### src/common/m92_defines.svh
// M92 memory map constants
`ifndef M92_DEFINES_SVH
`define M92_DEFINES_SVH

// CPU address windows
`define M92_ROM_END       20'hBFFFF
`define M92_BANK_WIN_LO   20'hC0000
`define M92_BANK_WIN_HI   20'hCFFFF
`define M92_RAM_WIN       20'hE0000
`define M92_RAM_SIZE      20'h10000
`define M92_VIDCTRL_ADDR  20'hF9800

// SDRAM region bases
`define M92_BANK_BASE     25'h100000
`define M92_RAM_BASE      25'h200000

// CPU I/O ports
`define M92_IO_SW         8'h00
`define M92_IO_FLAGS      8'h02
`define M92_IO_DIP        8'h04
`define M92_IO_DBG        8'h06
`define M92_IO_BANK       8'h20

`endif

### src/common/m92_pkg.sv
// M92 memory subsystem types
`default_nettype none

package m92_pkg;

    // ==============================
    // Board configuration
    // ==============================
    typedef struct packed {
        logic bank_enable;      // Banked ROM window present
        logic ram_wide;         // 64 KiB work RAM instead of 16 KiB
    } board_cfg_t;

    // ==============================
    // CPU memory bus cycle
    // ==============================
    typedef struct packed {
        logic [19:0] addr;      // Byte address
        logic [15:0] dout;      // Write data from the CPU
        logic [1:0]  be;        // Byte enables, bit 0 is the low byte
        logic        rd;        // One-cycle read strobe
        logic        wr;        // One-cycle write strobe
    } cpu_bus_t;

    // One-hot address region
    typedef struct packed {
        logic ram_rom;
        logic banked;
        logic vid_ctrl;
        logic none;
    } region_t;

    // ==============================
    // SDRAM request
    // ==============================
    typedef struct packed {
        logic [24:0] addr;      // Word aligned SDRAM address
        logic [15:0] din;
        logic [1:0]  wr_sel;    // Zero means read
    } sdr_req_t;

endpackage

`default_nettype wire

### src/cpu_bridge/m92_cpu_bridge.sv
// CPU to SDRAM bridge
`timescale 1ns/1ps
`default_nettype none

module m92_cpu_bridge import m92_pkg::*; (
    input  wire logic        CLK_32M,
    input  wire logic        reset_n,
    input  cpu_bus_t         cpu_bus,
    input  region_t          region,
    input  wire logic [24:0] sdr_addr,
    input  wire logic        writable,
    input  wire logic        cpu_rdy,
    input  wire logic [15:0] cpu_rdata_mem,
    input  wire logic [15:0] vid_ctrl,
    output logic             cpu_req,
    output sdr_req_t         cpu_sdr,
    output logic [15:0]      cpu_rdata,
    output logic             cpu_busy,
    output logic             ce_cpu,
    output logic             vid_wr,
    output logic [15:0]      vid_data
);

    logic        rd_lat;
    logic        wr_lat;
    logic        rd_edge;
    logic        wr_edge;
    logic        sdr_region;
    logic        issue;
    logic        stall;
    logic [1:0]  ce_count;
    logic [15:0] word_out;
    logic [1:0]  word_sel;
    logic [15:0] rdata_q;
    logic [15:0] rdata_word;

    // Odd byte reads come back in the low lane
    function automatic logic [15:0] word_shuffle(input logic a0, input logic [15:0] data);
        word_shuffle = a0 ? {8'h00, data[15:8]} : data;
    endfunction

    // Strobes last one cycle on the bus, the latch stretches them to two
    assign rd_edge    = cpu_bus.rd & ~rd_lat;
    assign wr_edge    = cpu_bus.wr & ~wr_lat;
    assign sdr_region = region.ram_rom | region.banked;
    assign issue      = ~cpu_busy & sdr_region & (rd_edge | wr_edge);
    assign stall      = cpu_busy | (sdr_region & (cpu_bus.rd | rd_lat | cpu_bus.wr | wr_lat));

    assign word_out = cpu_bus.addr[0] ? {cpu_bus.dout[7:0], 8'h00} : cpu_bus.dout;
    assign word_sel = cpu_bus.addr[0] ? {cpu_bus.be[0], 1'b0} : cpu_bus.be;

    assign vid_wr   = wr_edge & region.vid_ctrl;
    assign vid_data = word_out;

    // ==============================
    // Request and clock enable
    // ==============================
    always_ff @(posedge CLK_32M or negedge reset_n) begin
        if (!reset_n) begin
            rd_lat   <= 1'b0;
            wr_lat   <= 1'b0;
            cpu_req  <= 1'b0;
            cpu_busy <= 1'b0;
            ce_count <= 2'd0;
            ce_cpu   <= 1'b0;
        end else begin
            rd_lat  <= cpu_bus.rd;
            wr_lat  <= cpu_bus.wr;
            cpu_req <= issue;
            if (issue) cpu_busy <= 1'b1;
            else if (cpu_busy && cpu_rdy) cpu_busy <= 1'b0;

            ce_cpu <= 1'b0;
            if (!stall) begin                   // CPU waits on SDRAM
                ce_count <= ce_count + 2'd1;
                ce_cpu   <= &ce_count;
            end
        end
    end

    always_ff @(posedge CLK_32M) begin
        if (issue) begin
            cpu_sdr.addr   <= sdr_addr;
            cpu_sdr.din    <= word_out;
            cpu_sdr.wr_sel <= (wr_edge && writable) ? word_sel : 2'b00;  // ROM writes become reads
        end
        if (cpu_busy && cpu_rdy) rdata_q <= cpu_rdata_mem;
    end

    // ==============================
    // Read data return
    // ==============================
    always_comb begin
        if (region.vid_ctrl) rdata_word = vid_ctrl;
        else if (region.none) rdata_word = 16'hffff;
        else rdata_word = rdata_q;
        cpu_rdata = word_shuffle(cpu_bus.addr[0], rdata_word);
    end

endmodule

`default_nettype wire

### src/sdram_arb/sdr_arbiter.sv
// Fixed priority SDRAM arbiter
`timescale 1ns/1ps
`default_nettype none

module sdr_arbiter import m92_pkg::*; (
    input  wire logic        CLK_32M,
    input  wire logic        reset_n,
    input  wire logic        cpu_req,
    input  sdr_req_t         cpu_sdr,
    input  wire logic        sprite_req,
    input  wire logic [24:0] sprite_addr,
    input  wire logic        bg_req,
    input  wire logic [24:0] bg_addr,
    input  wire logic        mem_rdy,
    input  wire logic [63:0] mem_dout,
    output logic             cpu_rdy,
    output logic [15:0]      cpu_rdata_mem,
    output logic             sprite_rdy,
    output logic [63:0]      sprite_data,
    output logic             bg_rdy,
    output logic [31:0]      bg_data,
    output logic             mem_req,
    output logic [24:0]      mem_addr,
    output logic [15:0]      mem_din,
    output logic [1:0]       mem_wr_sel
);

    sdr_req_t   sprite_in;
    sdr_req_t   bg_in;
    sdr_req_t   sprite_info;
    sdr_req_t   bg_info;
    sdr_req_t   cpu_info;
    sdr_req_t   sel_info;
    logic [2:0] pending;                        // {cpu, bg, sprite}
    logic [2:0] grant;
    logic [2:0] done;
    logic [2:0] owner;
    logic       busy;

    // Video fetches are always reads
    assign sprite_in = '{addr: sprite_addr, din: 16'h0000, wr_sel: 2'b00};
    assign bg_in     = '{addr: bg_addr, din: 16'h0000, wr_sel: 2'b00};

    // ==============================
    // Port latches
    // ==============================
    sdr_port_latch #(.payload_t(logic [63:0])) sprite_port (
        .CLK_32M(CLK_32M), .reset_n(reset_n),
        .req(sprite_req), .req_info(sprite_in), .grant(grant[0]), .done(done[0]),
        .mem_data(mem_dout),
        .pending(pending[0]), .info(sprite_info), .rdy(sprite_rdy), .data(sprite_data)
    );

    sdr_port_latch #(.payload_t(logic [31:0])) bg_port (
        .CLK_32M(CLK_32M), .reset_n(reset_n),
        .req(bg_req), .req_info(bg_in), .grant(grant[1]), .done(done[1]),
        .mem_data(mem_dout[31:0]),
        .pending(pending[1]), .info(bg_info), .rdy(bg_rdy), .data(bg_data)
    );

    sdr_port_latch #(.payload_t(logic [15:0])) cpu_port (
        .CLK_32M(CLK_32M), .reset_n(reset_n),
        .req(cpu_req), .req_info(cpu_sdr), .grant(grant[2]), .done(done[2]),
        .mem_data(mem_dout[15:0]),
        .pending(pending[2]), .info(cpu_info), .rdy(cpu_rdy), .data(cpu_rdata_mem)
    );

    // ==============================
    // Grant and ownership
    // ==============================
    assign grant[0] = ~busy & pending[0];
    assign grant[1] = ~busy & pending[1] & ~pending[0];
    assign grant[2] = ~busy & pending[2] & ~pending[1] & ~pending[0];
    assign done     = {3{mem_rdy & busy}} & owner;   // Only the owner sees the answer

    always_ff @(posedge CLK_32M or negedge reset_n) begin
        if (!reset_n) begin
            busy  <= 1'b0;
            owner <= 3'b000;
        end else if (|grant) begin
            busy  <= 1'b1;
            owner <= grant;
        end else if (busy && mem_rdy) begin
            busy  <= 1'b0;
        end
    end

    always_comb begin
        if (grant[0]) sel_info = sprite_info;
        else if (grant[1]) sel_info = bg_info;
        else sel_info = cpu_info;
    end

    assign mem_req    = |grant;
    assign mem_addr   = sel_info.addr;
    assign mem_din    = sel_info.din;
    assign mem_wr_sel = sel_info.wr_sel;

endmodule

`default_nettype wire

### src/sdram_arb/sdr_port_latch.sv
// SDRAM port request holder
`timescale 1ns/1ps
`default_nettype none

module sdr_port_latch import m92_pkg::*; #(
    parameter type payload_t = logic [15:0]
) (
    input  wire logic CLK_32M,
    input  wire logic reset_n,
    input  wire logic req,
    input  sdr_req_t  req_info,
    input  wire logic grant,
    input  wire logic done,
    input  payload_t  mem_data,
    output logic      pending,
    output sdr_req_t  info,
    output logic      rdy,
    output payload_t  data
);

    // Pending from the req pulse until the arbiter takes it
    always_ff @(posedge CLK_32M or negedge reset_n) begin
        if (!reset_n) begin
            pending <= 1'b0;
            rdy     <= 1'b0;
        end else begin
            if (req) pending <= 1'b1;
            else if (grant) pending <= 1'b0;
            rdy <= done;                        // One cycle after mem_rdy
        end
    end

    always_ff @(posedge CLK_32M) begin
        if (req) info <= req_info;
        if (done) data <= mem_data;
    end

endmodule

`default_nettype wire

### src/address_translator.sv
// CPU address decoder
`timescale 1ns/1ps
`default_nettype none
`include "m92_defines.svh"

module address_translator import m92_pkg::*; (
    input  wire logic [19:0] addr,
    input  board_cfg_t       board_cfg,
    input  wire logic [3:0]  bank_select,
    output region_t          region,
    output logic [24:0]      sdr_addr,
    output logic             writable
);

    logic [19:0] word_addr;
    logic [15:0] ram_off;
    logic        in_rom;
    logic        in_bank;
    logic        in_ram;

    assign word_addr = {addr[19:1], 1'b0};       // SDRAM is word addressed

    assign in_rom  = (addr <= `M92_ROM_END);
    assign in_bank = (addr >= `M92_BANK_WIN_LO) && (addr <= `M92_BANK_WIN_HI);
    assign in_ram  = (addr >= `M92_RAM_WIN) && (addr < (`M92_RAM_WIN + `M92_RAM_SIZE));

    // Small RAM boards mirror 16 KiB across the window
    assign ram_off = board_cfg.ram_wide ? word_addr[15:0] : {2'b00, word_addr[13:0]};

    // ==============================
    // Region and SDRAM address
    // ==============================
    always_comb begin
        region   = '0;
        sdr_addr = '0;
        writable = 1'b0;

        if (in_rom) begin
            region.ram_rom = 1'b1;
            sdr_addr       = {5'd0, word_addr};
        end else if (in_bank) begin
            region.banked = 1'b1;
            if (board_cfg.bank_enable) begin
                sdr_addr = `M92_BANK_BASE + {5'd0, bank_select, word_addr[15:0]};
            end else begin
                sdr_addr = {5'd0, word_addr};  // Plain ROM on unbanked boards
            end
        end else if (in_ram) begin
            region.ram_rom = 1'b1;
            sdr_addr       = `M92_RAM_BASE + {9'd0, ram_off};
            writable       = 1'b1;
        end else if (word_addr == `M92_VIDCTRL_ADDR) begin
            region.vid_ctrl = 1'b1;
        end else begin
            region.none = 1'b1;                // Open bus
        end
    end

endmodule

`default_nettype wire

### src/m92_io_regs.sv
// CPU I/O port registers
`timescale 1ns/1ps
`default_nettype none
`include "m92_defines.svh"

module m92_io_regs (
    input  wire logic        CLK_32M,
    input  wire logic        reset_n,
    input  wire logic [7:0]  io_addr,
    input  wire logic        io_wr,
    input  wire logic        io_rd,
    input  wire logic [7:0]  io_dout,
    input  wire logic [15:0] switches,
    input  wire logic [1:0]  coin,
    input  wire logic [1:0]  start_buttons,
    input  wire logic [23:0] dip_sw,
    input  wire logic        dbg_io_write,
    input  wire logic [7:0]  dbg_io_data,
    input  wire logic        vid_wr,
    input  wire logic [15:0] vid_data,
    output logic [7:0]       io_din,
    output logic [3:0]       bank_select,
    output logic [7:0]       sys_flags,
    output logic [15:0]      vid_ctrl,
    output logic             dbg_io_wait
);

    logic [7:0]  dbg_io_latch;
    logic [15:0] flags_word;
    logic [15:0] io16;

    assign flags_word = {dip_sw[23:16], 1'b0, 3'b111, coin, start_buttons};

    // ==============================
    // Write side
    // ==============================
    always_ff @(posedge CLK_32M or negedge reset_n) begin
        if (!reset_n) begin
            sys_flags    <= 8'h00;
            bank_select  <= 4'd0;
            vid_ctrl     <= 16'h0000;
            dbg_io_wait  <= 1'b0;
            dbg_io_latch <= 8'hff;
        end else begin
            if (io_wr && io_addr == `M92_IO_FLAGS) sys_flags <= io_dout;
            if (io_wr && io_addr == `M92_IO_BANK) bank_select <= io_dout[3:0];
            if (vid_wr) vid_ctrl <= vid_data;

            // Mailbox from the debug host, cleared when the CPU picks it up
            if (io_rd && io_addr == `M92_IO_DBG) dbg_io_wait <= 1'b0;
            if (dbg_io_write) begin
                dbg_io_wait  <= 1'b1;
                dbg_io_latch <= dbg_io_data;
            end
        end
    end

    // ==============================
    // Read mux
    // ==============================
    always_comb begin
        case ({io_addr[7:1], 1'b0})
            `M92_IO_SW:    io16 = switches;
            `M92_IO_FLAGS: io16 = flags_word;
            `M92_IO_DIP:   io16 = dip_sw[15:0];
            `M92_IO_DBG:   io16 = {dbg_io_latch, dbg_io_latch};
            default:       io16 = 16'hffff;   // Unmapped port
        endcase
        io_din = io_addr[0] ? io16[15:8] : io16[7:0];
    end

endmodule

`default_nettype wire

### src/m92_mem_top.sv
// M92 memory and I/O subsystem
`timescale 1ns/1ps
`default_nettype none

module m92_mem_top import m92_pkg::*; (
    input  wire logic        CLK_32M,
    input  wire logic        reset_n,
    input  board_cfg_t       board_cfg,
    input  cpu_bus_t         cpu_bus,
    output logic [15:0]      cpu_rdata,
    output logic             ce_cpu,
    output logic             cpu_busy,
    input  wire logic [7:0]  io_addr,
    input  wire logic        io_wr,
    input  wire logic        io_rd,
    input  wire logic [7:0]  io_dout,
    output logic [7:0]       io_din,
    input  wire logic [15:0] switches,
    input  wire logic [1:0]  coin,
    input  wire logic [1:0]  start_buttons,
    input  wire logic [23:0] dip_sw,
    input  wire logic        dbg_io_write,
    input  wire logic [7:0]  dbg_io_data,
    output logic             dbg_io_wait,
    output logic [7:0]       sys_flags,
    output logic [15:0]      vid_ctrl,
    input  wire logic        sprite_req,
    input  wire logic [24:0] sprite_addr,
    output logic             sprite_rdy,
    output logic [63:0]      sprite_data,
    input  wire logic        bg_req,
    input  wire logic [24:0] bg_addr,
    output logic             bg_rdy,
    output logic [31:0]      bg_data,
    output logic             mem_req,
    output logic [24:0]      mem_addr,
    output logic [15:0]      mem_din,
    output logic [1:0]       mem_wr_sel,
    input  wire logic        mem_rdy,
    input  wire logic [63:0] mem_dout
);

    region_t     region;
    logic [24:0] sdr_addr;
    logic        writable;
    logic [3:0]  bank_select;
    logic        cpu_req;
    sdr_req_t    cpu_sdr;
    logic        cpu_rdy;
    logic [15:0] cpu_rdata_mem;
    logic        vid_wr;
    logic [15:0] vid_data;

    address_translator u_translator (
        .addr(cpu_bus.addr), .board_cfg(board_cfg), .bank_select(bank_select),
        .region(region), .sdr_addr(sdr_addr), .writable(writable)
    );

    m92_io_regs u_io_regs (
        .CLK_32M(CLK_32M), .reset_n(reset_n),
        .io_addr(io_addr), .io_wr(io_wr), .io_rd(io_rd), .io_dout(io_dout),
        .switches(switches), .coin(coin), .start_buttons(start_buttons), .dip_sw(dip_sw),
        .dbg_io_write(dbg_io_write), .dbg_io_data(dbg_io_data),
        .vid_wr(vid_wr), .vid_data(vid_data),
        .io_din(io_din), .bank_select(bank_select), .sys_flags(sys_flags),
        .vid_ctrl(vid_ctrl), .dbg_io_wait(dbg_io_wait)
    );

    m92_cpu_bridge u_bridge (
        .CLK_32M(CLK_32M), .reset_n(reset_n),
        .cpu_bus(cpu_bus), .region(region), .sdr_addr(sdr_addr), .writable(writable),
        .cpu_rdy(cpu_rdy), .cpu_rdata_mem(cpu_rdata_mem), .vid_ctrl(vid_ctrl),
        .cpu_req(cpu_req), .cpu_sdr(cpu_sdr), .cpu_rdata(cpu_rdata), .cpu_busy(cpu_busy),
        .ce_cpu(ce_cpu), .vid_wr(vid_wr), .vid_data(vid_data)
    );

    // Sprite fetch wins over BG, CPU is served last
    sdr_arbiter u_arbiter (
        .CLK_32M(CLK_32M), .reset_n(reset_n),
        .cpu_req(cpu_req), .cpu_sdr(cpu_sdr),
        .sprite_req(sprite_req), .sprite_addr(sprite_addr),
        .bg_req(bg_req), .bg_addr(bg_addr),
        .mem_rdy(mem_rdy), .mem_dout(mem_dout),
        .cpu_rdy(cpu_rdy), .cpu_rdata_mem(cpu_rdata_mem),
        .sprite_rdy(sprite_rdy), .sprite_data(sprite_data),
        .bg_rdy(bg_rdy), .bg_data(bg_data),
        .mem_req(mem_req), .mem_addr(mem_addr), .mem_din(mem_din), .mem_wr_sel(mem_wr_sel)
    );

endmodule

`default_nettype wire

### config.mk
export PLATFORM = sky130hd
export DESIGN_NAME = m92_mem_top
export DESIGN_NICKNAME = d
export VERILOG_FILES = /design/src/common/m92_pkg.sv /design/src/cpu_bridge/m92_cpu_bridge.sv /design/src/sdram_arb/sdr_arbiter.sv /design/src/sdram_arb/sdr_port_latch.sv /design/src/address_translator.sv /design/src/m92_io_regs.sv /design/src/m92_mem_top.sv
export VERILOG_INCLUDE_DIRS = /design/src /design/src/common
export SDC_FILE = /design/constraint.sdc
export NUM_CORES = 1
export LEC_CHECK = 0
export BUFFER_PORTS_ARGS = -buffer_cell sky130_fd_sc_hd__buf_2
export CAP_MARGIN = 20
export CORE_AREA = 2 2 166 168
export DETAILED_ROUTE_END_ITERATION = 10
export DIE_AREA = 0 0 168 170
export PLACE_DENSITY = 0.83
export SYNTH_ARGS = -nofsm -noshare
export SYNTH_HDL_FRONTEND = slang
export SYNTH_SLANG_ARGS = --single-unit
### constraint.sdc
create_clock -name CLK_32M -period 4.3 [get_ports CLK_32M]
set_input_delay 0.86 -clock CLK_32M [delete_from_list [all_inputs] [get_ports CLK_32M]]
set_output_delay 0.86 -clock CLK_32M [all_outputs]
set_load 0.005 [all_outputs]
==> metrics.md <==
| Metric | Value |
|---|---|
| Commonest non-fill, non-tap cell in the layout | buf_2 |
| Clock buffers created by TritonCTS | 31 |
| Final setup viols | 0 |
| H-Tree Depth | 1 |
| Routed vias | 7600 |
| WS Path Type | input pin to output port |
| FP Rows | 60 |
| Syn Nets | 891 |
| Reg2reg start | u_arbiter.busy |
| Yosys reg bits | 310 |
| Area delta synth->final | 30.7% |
| Syn Area/Cell | 17.5 sq um |
| Post-synthesis mux area share | 7.66% |
| Antenna-violating nets left | 0 |
| Post-route minimum period | 3.51 ns |
| Mapped Area | 11500 sq um |
| Final Max Tran Viols | 0 |
| Die width | 168 um |
| Status | finished clean |
| Post-CTS Hold Buffers | 0 |
| Filler cells | 2063 |
| P_leak | 6.27 nW |
| Max_cap viols | 0 |
| Relative slew slack | 35.9% |
| Critical path fanouts, max | 16 |
| Period utilization | 81.7% |
| Hold crit path type | input pin to async pin |
| Fraction of registers with async set/reset | 17.4% |
| Die Y | 170 um |
| RSZ-0062 raised after global routing | no |
| Final Hold Fails | 0 |
| Post_cts resized | 0 |
| FF-to-FF End | u_arbiter.sprite_port.data[58] |
| Largest net degree at the start of global routing | 47 |
| Post-DP Area | 14000 sq um |
| Syn. warnings | 0 |
| Simple-gate portion of the synthesized area | 6.35% |
| Final RePlAce weighted congestion | 0.854 |
| Routed WL | 31400 um |
| Nets | 1325 |
| Initial cell density of the core | 43.2% |
| Worst Setup Start Kind | input pin |
| CTS Sinks | 310 |
| Die area | 28600 sq um |
| Slowest CP cell | nor4b_1 |
| Cell chain of the critical path | buf_2 > nor4b_1 > buf_4 > nand4_1 > buf_4 > o32ai_1 > mux2i_1 > buf_2 |
| Setup TNS | 0 ns |
| Fmax | 0.285 GHz |
| XOR/XNOR Fraction of Synth Area | 0.0761% |
| Vias per inst | 5.19 |
| Clock skew | 0.00829 ns |
| Worst ir drop on vdd | 386 uV |
| Share of cells above drive strength 1 | 49.3% |
| Synth cell types | 44 |
| Worst-Margin Slew | 0.961 ns |
| Setup bufs post-CTS | 0 |
| Pwr/cell area | 465 nW/um^2 |
| DRT iter0 DRCs | 605 |
| Fin worst setup slack | 0.785 ns |
| Critical Path RT | 3.44 ns |
| Compound-Gate Fraction of Synth Area | 5.62% |
| Port Buffer Count | 424 |
| Fraction of the mapped netlist area in adder cells | 0.109% |
| Worst skew pair latency | 0.54 ns |
| Clock buffer depth | 3 |
| CTS tree | yes |
| Worst path max stage delay | 0.44 ns |
| Remaining global-route overflow | 0 |
| Overall routing resource usage | 21.2% |
| Number of global-route vias before repair | 7730 |
| R2r setup slk | 1.91 ns |
| CP arrival | 2.65 ns |
| Root Buffer | clkbuf_16 |
| Dpl hpwl | 23200 um |
| Reg clk slew, reported paths | 0.06 ns |
| Critical Path Source | cpu_bus[21] |
| R2R depth | 3 |
| Register area share after synthesis | 78.6% |
| First-pass GRT wire length | 45200 um |
| Post-synth EDFFs | 256 |
| Pre-antenna DRT Iters | 5 |
| Crit. End Element | output port |
| Capture point of the worst path | cpu_rdata[2] |
| Drt wl/cell | 21.5 um |
| Main combinational cell family by area after synthesis | multiplexers |
| Mapped Cells | 658 |
| Post-route DRC | 0 |
| CORE AREA | 26700 sq um |
| Ys flop type | edfxtp_1 |
| Top Ports | 425 |
| Final Cell Area | 15000 sq um |
| Initial antenna violation count | 7 |
| Most frequent cells in the layout | 424 x buf_2, 256 x edfxtp_1, 45 x dfrtp_1, 39 x nand2_1 |
| Pre-CTS setup slack | 0.753 ns |
## critical path: cells and delay by family
| kind | cells | cell delay [ns] |
|---|---|---|
| AOI/OAI and AO/OA | 1 | 0.41 |
| buffers and inverters | 4 | 0.72 |
| muxes | 1 | 0.12 |
| and+or+nand+nor | 2 | 0.53 |
## layout make-up
type	count	area [sq um]	share of cell area (%)
Clock buffer	36	815	5.41
Clock inverter	21	185	1.23
Inverter	7	26.3	0.175
Timing Repair Buffer	437	2220	14.7
Antenna cell	8	20.0	0.133
Tap cell	341	427	2.84
Multi-Input combinational cell	305	2310	15.3
Sequential cell	310	9050	60.1
## logic make-up after synthesis
| logic type | Yosys count |
|---|---|
| compound gates | 96 |
| xor+xnor | 1 |
| fa+ha+maj | 1 |
| buf+inv | 43 |
| flops | 310 |
| mux | 70 |
| simple gates | 137 |
## routing by layer
| layer | track usage, % | up-vias | share of wire [%] |
|---|---|---|---|
| li1 | - | 3406 | - |
| met1 | 24.6 | 3672 | 37 |
| met2 | 37.6 | 441 | 51 |
| met3 | 5.58 | 79 | 9.3 |
| met4 | 8.43 | 2 | 3.6 |
| met5 | 0 | - | 0.041 |
## synth_stat cells, drive strengths merged (4+ instances only)
library cell | n | share of area [%]
nor2 | 18 | 0.59
a22oi | 24 | 1.6
nor4b | 4 | 0.30
mux2 | 45 | 4.7
inv | 7 | 0.23
o32ai | 16 | 1.2
and3 | 5 | 0.27
edfxtp | 256 | 67
nor2b | 16 | 0.87
buf | 7 | 0.45
dfstp | 8 | 1.8
clkbuf | 29 | 0.95
and2 | 35 | 1.9
o21ai | 35 | 1.5
o211ai | 5 | 0.33
nand2 | 39 | 1.3
nand3 | 4 | 0.17
a21oi | 4 | 0.17
mux2i | 18 | 1.6
dfrtp | 46 | 10
mux4 | 7 | 1.4
## worst min-delay path by stage
stage,cells after the start,slack [ns],endpoint
3_5_place_dp,0,0.40,u_arbiter.cpu_port.info[5]
6_report,1,0.42,u_io_regs.vid_ctrl[5]
2_1_floorplan,0,0.40,u_arbiter.cpu_port.info[0]
4_1_cts,0,0.42,u_arbiter.cpu_port.info[39]
3_3_place_gp,0,0.40,u_bridge.rdata_q[11]
5_1_grt,0,0.42,u_arbiter.cpu_port.info[39]
## stage by stage
step                instances  util (%)  power (mW)  hold WS (ns)
finish                   1465      56.5        6.99         0.415
global route             1461      56.4        7.24         0.418
floorplan                 658         -        4.00         0.400
detailed placement       1400      52.6        4.42         0.405
global placement         1400      52.6        4.39         0.401
CTS                      1457      56.4        7.05         0.416
## sequential cells by signal (all words and copies together) (netlist names), 2 cells and up
name / flops
u_arbiter.cpu_port.info: 39
u_bridge.ce_count: 2
u_io_regs.sys_flags: 8
u_arbiter.bg_port.info: 25
u_arbiter.sprite_port.data: 64
u_bridge.cpu_sdr: 39
u_io_regs.vid_ctrl: 16
u_arbiter.bg_port.data: 32
u_arbiter.sprite_port.info: 25
u_arbiter.cpu_port.data: 16
u_bridge.rdata_q: 16
u_arbiter.owner: 3
u_io_regs.dbg_io_latch: 8
u_io_regs.bank_select: 4
## report_power, final
| part | internal (mW) | switching (mW) | total [mW] |
|---|---|---|---|
| sequential | 3.58 | 0.124 | 3.70 |
| combinational | 0.283 | 0.369 | 0.652 |
| clock | 1.53 | 1.11 | 2.64 |
| total | 5.40 | 1.60 | 6.99 |
(Power assumes the default switching activity.)
